===== config.mk =====
export PLATFORM = sky130hd
export DESIGN_NAME = sdp_ram
export DESIGN_NICKNAME = d
export VERILOG_FILES = /design/src/logic/sdp_ram.sv
export SDC_FILE = /design/constraint.sdc
export NUM_CORES = 2
export LEC_CHECK = 0
export BUFFER_PORTS_ARGS = -buffer_cell sky130_fd_sc_hd__buf_2
export CORE_MARGIN = 3
export CORE_UTILIZATION = 60
export CTS_CLUSTER_SIZE = 30
export DETAILED_ROUTE_END_ITERATION = 10
export PLACE_DENSITY = 0.81
export SLEW_MARGIN = 20
export SYNTH_ARGS = -nofsm -noshare
export SYNTH_HDL_FRONTEND = slang
export SYNTH_SLANG_ARGS = --single-unit
export TNS_END_PERCENT = 50

===== constraint.sdc =====
create_clock -name clk -period 8.45 [get_ports clk]
set_clock_uncertainty 0.15 [all_clocks]
set_input_delay 0.845 -clock clk [delete_from_list [all_inputs] [get_ports clk]]
set_output_delay 0.845 -clock clk [all_outputs]
set_load 0.02 [all_outputs]

===== src/logic/sdp_ram.sv =====
// ----------------------------------------------------------------------
// Simple dual-port RAM, one write and one read port
// One-cycle read, a same-cycle write to the read address wins
// ----------------------------------------------------------------------
`timescale 1ns/1ps

module sdp_ram #(
    parameter int DEPTH = 64,
    parameter int WIDTH = 64
) (
    input  logic                     clk,
    input  logic                     we,
    input  logic [$clog2(DEPTH)-1:0] waddr,
    input  logic [WIDTH-1:0]         wdata,
    input  logic [$clog2(DEPTH)-1:0] raddr,
    output logic [WIDTH-1:0]         rdata
);

    typedef logic [WIDTH-1:0] ram_word_t;

    // Storage array, contents undefined until written
    ram_word_t mem [DEPTH];

    // Array read register
    ram_word_t rd_q;
    // Collision flag and the write word it selects
    logic      coll_q;
    ram_word_t wdata_q;

    logic      coll;

    // Read and write hit the same entry in this cycle
    assign coll = we && (raddr == waddr);

    // Write port
    always_ff @(posedge clk) begin
        if (we) begin
            mem[waddr] <= wdata;
        end
    end

    // Read port, array value before this cycle's write
    always_ff @(posedge clk) begin
        rd_q    <= mem[raddr];
        coll_q  <= coll;
        wdata_q <= wdata;
    end

    // Bypass mux gives write-first behavior
    assign rdata = coll_q ? wdata_q : rd_q;

    // Unknown write address would corrupt an arbitrary entry
    a_waddr_known: assert property (
        @(posedge clk) we |-> !$isunknown(waddr)
    ) else $error("sdp_ram write with unknown address");

endmodule


; ---- Yosys cells after proc, flatten, opt, wreduce, memory -nomap -nowiden
; Memories as Yosys holds them, arrays and structs flattened. A register that Yosys moved wholly into a read port is not among the register bits.
; Index checks and enable logic that the tools add are counted.
; W data, S select, Z words.
[totals]
reg_bits = 65
ram_bits = 4096
in_bits = 78
out_inout_bits = 64
memories = 1
[mem_list]
columns = name, words, word_bits, rd, rd_ports_with_merged_regs, write_ports, line_no
row1 = mem, 64, 64, 1, 1, 1, 22  ; ram_word_t mem [DEPTH];
[classes]
eq_ne = 1
mux = 3
n_reduce_logical = 1
[ops]
columns = cell, n
row1 = $mux W64, 1
row2 = $eq A6 B6 Y1, 1
row3 = $mux W1, 2
row4 = $logic_and A1 B1 Y1, 1

; ---- Longest topological paths before layout
[depth]
depth_word = 2
mapped_depth = 9
ltp_nobuf = 5

; ---- Worst setup path after synthesis
; Ideal clock, no wire load.
[synth_timing]
kind = input port to flip-flop
from = input port waddr[4]
to = memory mem[48][0] in the netlist's numbering, enable pin
setup_ps = 564
arrival_ps = 5829
required_time_ps = 7736
slack_ps = 1907
cell_stages = 4
n_path_buf = 1
cell_sequence = clkbuf_1 > nor2b_1 > nand4b_1 > nor3_1
[synth_lines]
columns = item, line_no
row1 = from (decl), 13  ; input logic [$clog2(DEPTH)-1:0] waddr,
row2 = to (decl), 22
; Straight into the memory's write port.

; ---- Worst setup path after layout
[layout_timing]
from = register coll_q
to = output port rdata[58]
[layout_via]
elab_chain_cells = 1
[layout_lines]
columns = item, line_no
row1 = from (decl), 27  ; logic coll_q;
row2 = from (signal assigned), 45  ; coll_q <= coll;
row3 = $mux W64, 50  ; assign rdata = coll_q ? wdata_q : rd_q;
row4 = to (decl), 16  ; output logic [WIDTH-1:0] rdata
; Every way passes these cells.

==> results.md <==
* Comb power frac at 4.9%
* Chip width at 520 µm
* FP Rows at 187
* Fin util at 68.2%
* WP buf/inv at 2
* Layout cell share with drive strength beyond 1 at 28.1%
* Post-Synthesis Cell Area at 158000 µm²
* Initial antenna violation count at 38
* DRC violations left at 0
* Final Hold Violating Endpoints at 0
* Grt total ovfl at 0
* H-tree levels at 5
* Fin crit share at 50.1%
* Cell Chain, Critical Path: buf_4 -> mux2_2 -> buf_2
* Die height at 520 µm
* Critical path peak fanout at 30
* CTS Buffer Depth at 4
* Full die area at 270000 µm²
* Initial core utilization at 60.6%
* Final setup violation count at 0
* Tightest Pin Transition at 1240 ps
* Via-per-instance ratio at 7.73
* # placed instances at 10200
* Clk network pwr share at 42.9%
* Crit Path Class: register to primary output
* Hold WS at 9.13 ps
* Syn nets at 6880
* Vias in the first global route at 86400
* IO Port Bufs at 141
* # clock sinks at 4225
* Max-slew headroom at 17.6%
* Cell Pwr Density at 251 nW/µm²
* Routed Antenna Nets at 0
* Fmax at 0.236 GHz
* Drt initial violations at 17100
* Boundary Pins at 142
* Most frequent cells in the layout: edfxtp_1, mux4_2, clkbuf_16
* Syn_area_per_cell at 23.3 µm²
* Worst path slowest cell: buf_4
* Non-filler instance count after layout at 11000
* Largest net degree at the start of global routing at 145
* Sequential share of the synthesized area at 79.3%
* Crit path launch: coll_q
* Reg-to-reg startpoint: mem[42][23]
* Switching part of the total power at 21.9%
* Hold_sp: wdata[33]
* Sw power at 9.75 mW
* Crit end category: primary output
* Synthesis warning total at 0
* Fin Setup TNS at 0 ps
* Pwr Total at 44.6 mW
* Gpl congestion at 0.819
* Area Overhead vs Synth at 12.4%
* Slew Limit Fails at 0
* Pre-antenna DRT Iters at 8
* RSZ-0062 raised after global routing: false
* Status: complete, no violations
* Pint at 34.9 mW
* Crit path time final at 4230 ps
* Area post-placement at 164000 µm²
* Max-cap violations at 0
* TritonCTS clock tree: yes
* Place WS at 3970 ps
* Setup crit start kind: register
* Yosys cell types at 40
* Total wire length at 503000 µm
* Cell area after layout at 178000 µm²
* Detailed Place HPWL at 221000 µm
* CP arrival at 3240 ps
* Skew-Pair Late Insertion Delay at 1040 ps
* First-pass GRT wire length at 682000 µm
* Flop pwr share at 52.2%
* Syn Inst Count at 6802
* GRT Overall Usage at 36.6%
* Critical Path Max Stage Delay at 860 ps
* FF+latch count, synth at 4225
* Maximum VDD drop at 0.000378 V
* Lkg Pwr at 55.8 nW
* Commonest non-fill, non-tap cell in the layout: edfxtp_1
* Worst setup margin at 4220 ps
* Total CTS buffers at 410
* Post-CTS Setup Repair Bufs at 0
* Hold WC Path Type: input pin to register
* Root buffer cell: clkbuf_16
* Cell family with most CP delay: buffers and inverters
* Final nets at 7239
* Reg2reg setup slack at 6060 ps
* Vias at 85200
* Avg WL per Cell at 45.6 µm
* Core Region at 261000 µm²
* Clock-pin slew of the registers on the worst-case setup and hold paths at 60 ps
* Crit path required time at 7460 ps
## kinds of logic after synthesis
logic type,Yosys count,synth area share [%]
and+or+nand+nor,457,1.35
buffers and inverters,399,1.15
muxes,1238,16.0
AOI/OAI and AO/OA,477,2.20
DFF,4225,79.3
xor gates and xnor gates,6,0.0332
## per-layer routing
metal  up-vias  global-route usage (%)  part of all wire (%)
li1      29800                       -                     -
met3      2572                    11.7                    16
met4        20                    24.3                   8.5
met1     42800                    45.5                    29
met2     10000                    55.9                    47
met5         -                       0                 0.028
## power by group through the flow
stage,clock (mW),sequential [mW],combinational (mW)
after floorplan,0,23.6,1.18
after global placement,0,23.7,1.98
after detailed placement,0,23.7,2.04
after CTS,19.0,23.3,2.11
after global routing,19.8,23.3,2.24
final,19.2,23.3,2.19
## timing repair
action,4_1_cts,5_1_grt
hold endpoints to repair,1,0
hold buffers,1,0
resized for setup,0,0
## registers in the layout (all words and copies together), names as in the netlist
name	cells
coll_q	1
mem	4096
rd_q	64
wdata_q	64
## worst paths after layout
kind	endpoint	depth (start not counted)
worst min register to register	rd_q[53]	5
worst max-delay path	rdata[58]	3
worst min-delay path	wdata_q[33]	1
worst max register to register	rd_q[23]	5
## layout make-up
class	count	area, µm²
diodes	37	92.6
clock buffers	531	11200
clock inverters	214	2480
fillers	14300	83100
inverters	19	71.3
multi-input cells	2178	31500
flip-flops and latches	4225	126000
well taps	3496	4370
repair buffers	327	2750
## worst register-to-register path: cells and delay by family (launching register included)
family / cells / cell delay (ps)
AOI/OAI and AO/OA: 1 / 550
and+or+nand+nor: 2 / 310
muxes: 2 / 820
DFF: 1 / 400
## cell usage after synthesis
cell / number / area share (%)
xor2_1: 3 / 0.017
buf_6: 3 / 0.021
mux2_2: 67 / 0.48
buf_4: 34 / 0.16
nor4_1: 1 / 0.0040
nor3_1: 2 / 0.0063
and3_1: 16 / 0.063
buf_2: 137 / 0.43
or2_2: 3 / 0.012
nand4_1: 3 / 0.012
xnor2_1: 3 / 0.017
nand3_1: 133 / 0.42
a31o_2: 1 / 0.0055
nor2b_1: 22 / 0.087
nor2_1: 115 / 0.27
nand3b_1: 2 / 0.0095
nand2_1: 110 / 0.26
nand2b_1: 11 / 0.043
a2111oi_2: 1 / 0.0095
o21a_1: 29 / 0.14
o221ai_1: 27 / 0.15
or3b_2: 1 / 0.0055
o21ai_0: 3 / 0.0095
mux2i_1: 147 / 0.93
a22oi_1: 256 / 1.2
clkbuf_1: 173 / 0.41
dfxtp_1: 129 / 1.6
a211oi_1: 12 / 0.057
a2bb2oi_1: 19 / 0.11
mux4_2: 1024 / 15
and2_1: 3 / 0.012
edfxtp_1: 4096 / 78
nor2_2: 1 / 0.0040
buf_1: 33 / 0.078
a41oi_1: 1 / 0.0055
a31oi_1: 47 / 0.19
or3_1: 33 / 0.13
inv_1: 19 / 0.045
nand4b_1: 1 / 0.0055
o22ai_1: 81 / 0.32
Note: power is estimated with default switching activity, not from simulation.
