<file path="src/logic/icache_pkg.sv">
// ----------------------------------------------------------------------
// Instruction cache shared definitions
// Widths, fetch and refill response structs, controller states
// ----------------------------------------------------------------------
package icache_pkg;

    // ------------------------------------------------------------------
    // Widths
    // ------------------------------------------------------------------
    // Byte address
    localparam int ADDR_W   = 32;
    // One instruction word per line
    localparam int WORD_W   = 64;
    // Byte offset inside a word
    localparam int OFFSET_W = 3;

    typedef logic [ADDR_W-1:0] addr_t;
    typedef logic [WORD_W-1:0] word_t;

    // ------------------------------------------------------------------
    // Responses
    // ------------------------------------------------------------------
    // Refill return from backing memory
    typedef struct packed {
        logic  rvalid;
        word_t rdata;
    } mem_rsp_t;

    // Fetch answer toward the CPU
    typedef struct packed {
        logic  rvalid;
        word_t rdata;
    } cpu_rsp_t;

    // ------------------------------------------------------------------
    // Controller FSM
    // ------------------------------------------------------------------
    typedef enum logic [2:0] {
        ST_RUN,
        ST_REQ,
        ST_WAIT,
        ST_FILL,
        ST_REPLAY
    } ctrl_state_e;

endpackage
</file>
<file path="src/logic/icache_ctrl.sv">
// ----------------------------------------------------------------------
// Instruction cache controller
// Lookup stage, miss and refill FSM, replay of the held request
// ----------------------------------------------------------------------
`timescale 1ns/1ps

module icache_ctrl
    import icache_pkg::*;
#(
    parameter int NUM_LINES = 64
) (
    input  logic     clk,
    input  logic     rst_n,
    input  logic     req,
    input  addr_t    addr,
    output logic     busy,
    output cpu_rsp_t rsp,
    output logic     mem_req,
    output addr_t    mem_addr,
    input  mem_rsp_t mem_rsp,
    output logic     rd_en,
    output addr_t    rd_addr,
    input  logic     hit,
    input  word_t    rd_word,
    output logic     fill,
    output addr_t    fill_addr,
    output word_t    fill_data
);

    // Line count must split cleanly into index bits
    if ((NUM_LINES < 2) || ((NUM_LINES & (NUM_LINES - 1)) != 0)) begin : g_bad_lines
        $error("NUM_LINES must be a power of two, at least 2");
    end

    ctrl_state_e state;
    ctrl_state_e state_n;

    // Lookup stage
    logic  lk_valid;
    addr_t lk_addr;
    // Request accepted behind a miss
    logic  hold_valid;
    addr_t hold_addr;
    // Line being refilled and its returned word
    addr_t miss_addr;
    word_t fill_word;

    logic  acc;
    logic  replay;
    logic  lk_hit;
    logic  lk_miss;
    logic  busy_n;

    // ------------------------------------------------------------------
    // Request side
    // ------------------------------------------------------------------
    assign acc     = req && !busy;
    assign replay  = (state == ST_REPLAY);
    assign lk_hit  = lk_valid && hit;
    assign lk_miss = lk_valid && !hit;

    // Read index to tag and data RAM
    assign rd_en   = acc || replay;
    assign rd_addr = replay ? hold_addr : addr;

    // A miss discards the lookup behind it, that one goes to hold
    always_ff @(posedge clk or negedge rst_n) begin
        if (!rst_n) begin
            lk_valid   <= 1'b0;
            hold_valid <= 1'b0;
        end else begin
            lk_valid <= rd_en && !lk_miss;
            if (lk_miss && acc) begin
                hold_valid <= 1'b1;
            end else if (replay) begin
                hold_valid <= 1'b0;
            end
        end
    end

    // Address payload
    always_ff @(posedge clk) begin
        if (rd_en) begin
            lk_addr <= rd_addr;
        end
        if (lk_miss && acc) begin
            hold_addr <= addr;
        end
        if (lk_miss) begin
            miss_addr <= lk_addr;
        end
        if (mem_rsp.rvalid) begin
            fill_word <= mem_rsp.rdata;
        end
    end

    // ------------------------------------------------------------------
    // Refill FSM
    // ------------------------------------------------------------------
    always_comb begin
        state_n = state;
        case (state)
            ST_RUN:    if (lk_miss) state_n = ST_REQ;
            ST_REQ:    state_n = ST_WAIT;
            ST_WAIT:   if (mem_rsp.rvalid) state_n = ST_FILL;
            ST_FILL:   state_n = hold_valid ? ST_REPLAY : ST_RUN;
            ST_REPLAY: state_n = ST_RUN;
            default:   state_n = ST_RUN;
        endcase
    end

    // Busy drops in the fill cycle when nothing is held,
    // otherwise after the replayed lookup resolves
    always_comb begin
        case (state_n)
            ST_RUN:  busy_n = replay;
            ST_FILL: busy_n = hold_valid;
            default: busy_n = 1'b1;
        endcase
    end

    always_ff @(posedge clk or negedge rst_n) begin
        if (!rst_n) begin
            state <= ST_RUN;
            busy  <= 1'b0;
        end else begin
            state <= state_n;
            busy  <= busy_n;
        end
    end

    // ------------------------------------------------------------------
    // Memory side and RAM write port
    // ------------------------------------------------------------------
    assign mem_req   = (state == ST_REQ);
    // Word-aligned refill address
    assign mem_addr  = {miss_addr[ADDR_W-1:OFFSET_W], {OFFSET_W{1'b0}}};

    assign fill      = (state == ST_FILL);
    assign fill_addr = miss_addr;
    assign fill_data = fill_word;

    // ------------------------------------------------------------------
    // Response mux
    // ------------------------------------------------------------------
    // Hit and fill answers never share a cycle
    always_comb begin
        rsp.rvalid = lk_hit || fill;
        rsp.rdata  = fill ? fill_word : rd_word;
    end

    // CPU must honor busy
    a_no_req_busy: assert property (
        @(posedge clk) disable iff (!rst_n) busy |-> !req
    ) else $error("fetch request while busy");

    // Memory answers only the refill that is outstanding
    a_rsp_in_wait: assert property (
        @(posedge clk) disable iff (!rst_n) mem_rsp.rvalid |-> (state == ST_WAIT)
    ) else $error("memory response outside refill wait");

endmodule

</file>
<file path="config.mk">
export PLATFORM = sky130hd
export DESIGN_NAME = icache_ctrl
export DESIGN_NICKNAME = d
export VERILOG_FILES = /design/src/logic/icache_pkg.sv /design/src/logic/icache_ctrl.sv
export SDC_FILE = /design/constraint.sdc
export NUM_CORES = 1
export LEC_CHECK = 0
export BUFFER_PORTS_ARGS = -buffer_cell sky130_fd_sc_hd__clkbuf_2
export CORE_AREA = 2 2 154 156
export DETAILED_ROUTE_END_ITERATION = 16
export DIE_AREA = 0 0 156 158
export RECOVER_POWER = 25
export SYNTH_ARGS = -nofsm -noshare
export SYNTH_HDL_FRONTEND = slang
export SYNTH_SLANG_ARGS = --single-unit
</file>
<file path="constraint.sdc">
create_clock -name clk -period 6.2 [get_ports clk]
set_input_delay 1.24 -clock clk [delete_from_list [all_inputs] [get_ports clk]]
set_output_delay 1.24 -clock clk [all_outputs]
set_load 0.005 [all_outputs]
</file>
# Word-level counts from Yosys, hierarchy flattened
# Cells that the tools add are included.
# word_totals
register_bits	166
inputBits	165
out_inout_bits	229
# classes
eq_ne	5
reduce_logical	13
n_mux	9
# ops
operator	n
64-bit two-way mux	1
32-bit two-way mux	1
3-bit one-hot mux with 4 select lines	1
3-bit by 2-bit equality test with 1-bit output (second input constant)	3
3-bit two-way mux	3
3-bit zero test	2
1-bit logical AND	5
3-bit by 1-bit equality test with 1-bit output (second input constant)	1
3-bit equality test (second input constant)	1
1-bit zero test	3
1-bit logical OR	2
1-bit two-way mux	2
1-bit one-hot mux with 2 select lines	1
2-bit nonzero test	1

# Depth between registers and ports, before layout
# Gate-level depths: netlist of the first run.
# depth
ltp_word	6
ltp_mapped	7
mapped_depth_nobuf	4

# Worst setup path after synthesis of the first run
# No wires, ideal clock.
# synth_path
path_type	input to register
start	input port req
end	register hold_addr[0], enable pin
path_stages	2
setup_slack_ns	1.965
t_arrival_ns	3.764
path_cell_list	nand2b_1 > nor3b_1
# synth_between
elab_chain_cells	2
# synth_rtl
element	line	text
start, declared	icache_ctrl.sv:14	input logic req,
1-bit logical AND	icache_ctrl.sv:57	assign acc = req && !busy;
1-bit logical AND	icache_ctrl.sv:86	if (lk_miss && acc) begin
end signal, assigned	icache_ctrl.sv:87	hold_addr <= addr;
end, declared	icache_ctrl.sv:43	addr_t hold_addr;
# Every way passes these cells.
# A chain may end at the register's enable or synchronous reset.

==> metrics.txt, run 1 <==
outcome finished, violations left; violated checks capacitance limit, slew limit; WL met1 6900 um; Core Region 23,100 um2; ratio of cells with drive above 1 in the final layout 0.692; RSZ-0062 raised after global routing false; post-layout min period 4980 ps; postcts setup bufs 0; area share of the largest cell type after synthesis 0.712; Die ar. 24,600 um2; sequential share of the synthesized area 0.734; # resized after CTS 0; DP Worst Slack 2570 ps; Met3 Routed Length 2020 um; CP top delay family buffers and inverters; DRC viols 0; Max Fanout on Critical Path 35; clock insertion delay at the later pin of the skew report 420 ps; Final TNS setup 0 ps; Hold Worst Slack 420 ps; CP arrival 3740 ps; largest net degree at the start of global routing 67; H-tree levels 4; R2R setup slack 3390 ps; Final WS setup 1220 ps; NumNets Final 868; worst vdd ir 175 uV; final non-filler cell total 1,006; Peak Freq 201 MHz; cells on worst reg2reg path 4; Setup crit start kind flip-flop; Post-CTS Hold Fix Bufs 0; number of distinct library cells after synthesis 26; cell taking the most area after synthesis edfxtp_1; number of I/O pins 394; Worst Hold Launch lk_addr[30]; Slowest-stage cell, CP clkinvlp_2; vias in the first global route 4,086; WL per Instance 18.0 um; CTS clk-pin slew, worst paths 70 ps; CTS tree done; Final Max Slew Viols 134; Fillers 2,188; worst reg2reg path startpoint state[1]; Post-Route WL 18,100 um; Initial Util 0.293; DRT Pass-1 Iters 6; Final Hold Viols 0; FP Rows 56; Leak 3.98 nW; pwr/cell area 348 nW/um2; synth top area cells edfxtp_1, mux2_2, mux2_4; Final ANT Viol Nets 0; hold endpoint fill_addr[30]; Iter 0 DRT Violations 204; synthesized flop and latch total 166; antenna violations before repair 1; DR vias 4,341; r2r endpoint state[2]; hpwl dp 13,800 um; Die X 156 um; crit path kind flip-flop to output port; global-route wire length before repair 24,900 um; FFs w/ async S/R, synth 0.0361; critical-path cell list nand2_1 > or2_4 > clkinvlp_2 > buf_4 > mux2_4 > clkbuf_2; cts bufs inserted 17; Area growth syn-to-layout 37.0%; Vias per Instance 4.32; Main synth FF type edfxtp_1; die height 158 um; clock root buffer clkbuf_16; Max Used Layer met4; CTS sink count 166; Buf/Inv on CP 3; synthesized instance count 334; EDFF count, synth 160; Crit. End Element output port; Slew @ Worst Pin 3500 ps; routed wl met2 8910 um; Avg Inst Size Synth 20.2 um2; Relative slew margins -1.33; start point of the critical path state[1]; Clock Tree Buf Depth 2; WP data required 4960 ps; hold depth 0; gr ovfl total 0; fin crit share 0.803; yosys warns 0; mapped cell area 6750 um2; leading cell type in the layout, fill and taps excluded clkbuf_2; all-layer global routing usage 0.138; max-cap violation count 3; skew final 13.4 ps; total power 3.22 mW; GP Congestion 0.756; I/O Buffers 390; Hold WC Path Type flip-flop to flip-flop; Worst path max stage delay 1320 ps; placed cell count 974; most frequent cells in the layout clkbuf_2, edfxtp_1, mux2_2; Finish-stage setup viols 0
==> logic make-up (layout without fill, tap and decap cells) <==
kind of cell	count (synthesis)	count (layout)	synth area share
DFF	166	166	0.734
muxes	97	97	0.184
buffers and inverters	46	425	0.0610
and+or+nand+nor	19	19	0.0158
AOI/OAI and AO/OA	4	4	0.00334
other	1	4	0.000556
xor gates and xnor gates	1	1	0.00130
==> cell type report <==
cell class | instances | area (um2) | area share
flip-flops and latches | 166 | 4950 | 0.536
clock inverters | 14 | 154 | 0.0166
repair buffers | 393 | 1930 | 0.209
diodes | 1 | 2.50 | 0.000271
well taps | 290 | 363 | 0.0393
inverters | 1 | 5.00 | 0.000541
clock buffers | 17 | 425 | 0.0460
multi-input cells | 124 | 1410 | 0.152
==> how the worst max path moves through the flow <==
stage               depth (start not counted)  slack (ps)            to
floorplan                                   2        1960  hold_addr[0]
global route                                6        1020       rsp[28]
detailed placement                          6        2570       rsp[59]
global placement                            4        2620         rd_en
CTS                                         6        2100       rsp[59]
finish                                      6        1220       rsp[28]
==> Yosys cell counts, types with 2 or more instances <==
cell type / number
edfxtp_1: 160
mux2_2: 54
mux2_4: 40
buf_4: 35
dfrtp_1: 6
buf_12: 5
nand2_1: 5
buf_6: 3
nor2b_1: 3
and2_1: 2
buf_2: 2
mux2_1: 2
nor2_1: 2
nor3b_1: 2
o21ai_0: 2
==> metrics by stage <==
step	util	cell area, um2
final	0.401	9240
after CTS	0.403	9280
after floorplan	-	6760
after global routing	0.401	9240
after global placement	0.378	8700
after detailed placement	0.378	8700
==> sequential cells by signal (all words and copies together), names as in the netlist <==
register	count
fill_data	64
fill_addr	32
hold_addr	32
lk_addr	32
state	3
busy	1
hold_valid	1
lk_valid	1
==> worst reg2reg max path, cell delays in order (launching register included) <==
cell	delay [ps]
dfrtp_1	460
nand2_1	100
or2_4	110
clkinvlp_2	1320
and2_1	710
==> layer usage <==
metal / up-vias / GRT usage
met1: 2097 / 0.159
met3: 16 / 0.0638
met2: 240 / 0.232
li1: 1988 / -
met5: - / 0
met4: 0 / 0.0402
==> power by group <==
part | internal (mW) | switching [mW] | total (mW) | leakage (nW)
Sequential | 1.42 | 0.0790 | 1.49 | 1.58
Combinational | 0.374 | 0.323 | 0.697 | 2.11
Clock | 0.537 | 0.492 | 1.03 | 0.280
Total | 2.33 | 0.894 | 3.22 | 3.98
(Power assumes the default switching activity.)
==> run 2: changes to the inputs <==
--- a/config.mk
+++ b/config.mk
@@ -5,6 +5,7 @@
 export SDC_FILE = /design/constraint.sdc
 export NUM_CORES = 1
 export LEC_CHECK = 0
+export ABC_AREA = 1
 export BUFFER_PORTS_ARGS = -buffer_cell sky130_fd_sc_hd__clkbuf_2
 export CORE_AREA = 2 2 154 156
 export DETAILED_ROUTE_END_ITERATION = 16
==> constraint.sdc (replaced) <==
create_clock -name clk -period 4.1 [get_ports clk]
set_input_delay 0.82 -clock clk [delete_from_list [all_inputs] [get_ports clk]]
set_output_delay 0.82 -clock clk [all_outputs]
set_load 0.005 [all_outputs]
==> run 2 against run 1 <==
Effect of this change:
- hold slack worse by 160 ps
- design area down 1.0%
- power up 55%
- the flow still finishes with violations (capacitance limit, slew limit)
- critical path type unchanged
- clock power up 56%
- area after synthesis down 2.2%
- count of clock-buffer cells in the layout unchanged
- sequential power up 52%
- flip-flop and latch count unchanged
- synthesized cell count up 63%
- sequential share of layout area up 0.56 points
- non-clock buffer count up 2
==> metrics.txt, run 2 <==
Final Hold Viols 0; R2R setup slack 2090 ps; Setup crit start kind flip-flop; ratio of cells with drive above 1 in the final layout 0.439; r2r endpoint lk_addr[2]; CP arrival 2420 ps; all-layer global routing usage 0.149; synthesized flop and latch total 166; FP Rows 56; antenna violations before repair 0; pwr/cell area 545 nW/um2; global-route wire length before repair 27,100 um; synthesized instance count 543; post-layout min period 3240 ps; Fillers 2,324; Main synth FF type edfxtp_1; WL per Instance 16.0 um; H-tree levels 4; Area growth syn-to-layout 38.6%; # resized after CTS 0; Largest register FFs 64; count leader, synth nand2_1; Post-Route WL 19,400 um; Iter 0 DRT Violations 250; mapped cell area 6600 um2; Final TNS setup 0 ps; postcts setup bufs 0; fin crit share 0.791; ANT cells 0; area share of the largest cell type after synthesis 0.728; cells on worst reg2reg path 5; Initial Util 0.286; gr ovfl total 0; Die X 156 um; Post-CTS Hold Fix Bufs 0; Avg Inst Size Synth 12.2 um2; clock insertion delay at the later pin of the skew report 430 ps; DR vias 5,058; Core Region 23,100 um2; outcome finished, violations left; Die ar. 24,600 um2; synth top area cells edfxtp_1, nand2_1, buf_4; DRC viols 0; GP Congestion 0.779; violated checks capacitance limit, slew limit; yosys warns 0; RSZ-0062 raised after global routing false; CTS tree done; clock root buffer clkbuf_16; Final Max Slew Viols 27; Vias per Instance 4.18; die height 158 um; crit path kind flip-flop to output port; number of distinct library cells after synthesis 16; Max Fanout on Critical Path 36; Finish-stage setup viols 0; EDFF count, synth 160; worst vdd ir 224 uV; cell taking the most area after synthesis edfxtp_1; hpwl dp 14,500 um; Relative slew margins -0.00882; start point of the critical path state[0]; CTS clk-pin slew, worst paths 70 ps; Leak 4.39 nW; FFs w/ async S/R, synth 0.0361; NumNets Final 1,072; CTS sink count 166; Hold WC Path Type input pin to async pin; DRT Pass-1 Iters 4; worst reg2reg path startpoint state[0]; most frequent cells in the layout clkbuf_2, nand2_1, edfxtp_1; total power 4.98 mW; Final ANT Viol Nets 0; largest net degree at the start of global routing 66; CP endpoint rd_addr[2]; max-cap violation count 1; commonest cells in the synthesized netlist nand2_1, edfxtp_1, buf_4; cts bufs inserted 17; Crit. End Element output port; Clock Tree Buf Depth 2; Slew @ Worst Pin 1510 ps; I/O Buffers 390; WP data required 3280 ps; vias in the first global route 4,678; leading cell type in the layout, fill and taps excluded clkbuf_2; number of I/O pins 394; Peak Freq 308 MHz; skew final 18.8 ps; sequential share of the synthesized area 0.751
[run 2: cell count changes after synthesis, moves of 3 or more]
cell,before,now
mux2_2,54,0
inv_1,0,8
nand3_1,0,5
buf_12,5,0
inv_2,0,3
nor2b_1,3,0
nand2_1,5,301
mux2_4,40,0
buf_4,35,41
buf_2,2,6
[run 2: how the worst min path moves through the flow]
stage	endpoint	slack, ps	depth (start not counted)
floorplan	fill_addr[0]	400	0
global placement	fill_addr[11]	400	0
detailed placement	fill_addr[18]	400	0
CTS	state[0]	190	1
global route	state[1]	250	1
finish	state[1]	260	1
[run 2: metrics by stage]
step	cells	hold slack, ps	utilization	setup slack (ps)	instance area (um2)
after global routing	1210	252	0.397	564	9150
after detailed placement	1178	405	0.372	1210	8580
after floorplan	545	400	-	1360	6610
after global placement	1178	401	0.372	1280	8580
after CTS	1210	186	0.398	735	9180
final	1210	255	0.397	858	9150
[run 2: area by class of cell]
type / count / area, um2 / area share
Clock buffer: 17 / 425 / 0.0465
Clock inverter: 15 / 181 / 0.0198
Inverter: 11 / 41.3 / 0.00451
Multi-Input combinational cell: 316 / 1230 / 0.134
Sequential cell: 166 / 4950 / 0.542
Tap cell: 290 / 363 / 0.0397
Timing Repair Buffer: 395 / 1950 / 0.214
[run 2: cells by family after synthesis]
family / Yosys count / share of synthesized area
AOI/OAI and AO/OA: 2 / 0.00171
buffers and inverters: 63 / 0.0660
DFF: 166 / 0.751
other: 1 / 0.000568
and+or+nand+nor: 311 / 0.181
[run 2: power breakdown]
| group | internal (mW) | total (mW) | switching (mW) |
|---|---|---|---|
| Combinational | 0.420 | 1.10 | 0.681 |
| Sequential | 2.17 | 2.27 | 0.105 |
| Clock | 0.827 | 1.61 | 0.781 |
[run 2: metal layers]
| layer | GRT usage | vias to the layer above | part of all wire |
|---|---|---|---|
| met1 | 0.181 | 2315 | 0.40 |
| li1 | - | 2490 | - |
| met3 | 0.0515 | 14 | 0.086 |
| met4 | 0.0472 | 0 | 0.013 |
| met2 | 0.252 | 239 | 0.50 |
| met5 | 0 | - | 0 |
[run 2: critical path: stages, from the launching register on]
cell	delay, ps
dfrtp_1	410
inv_1	160
nand3_4	400
inv_2	630
nand2_1	120
nand2_1	130
clkbuf_2	120
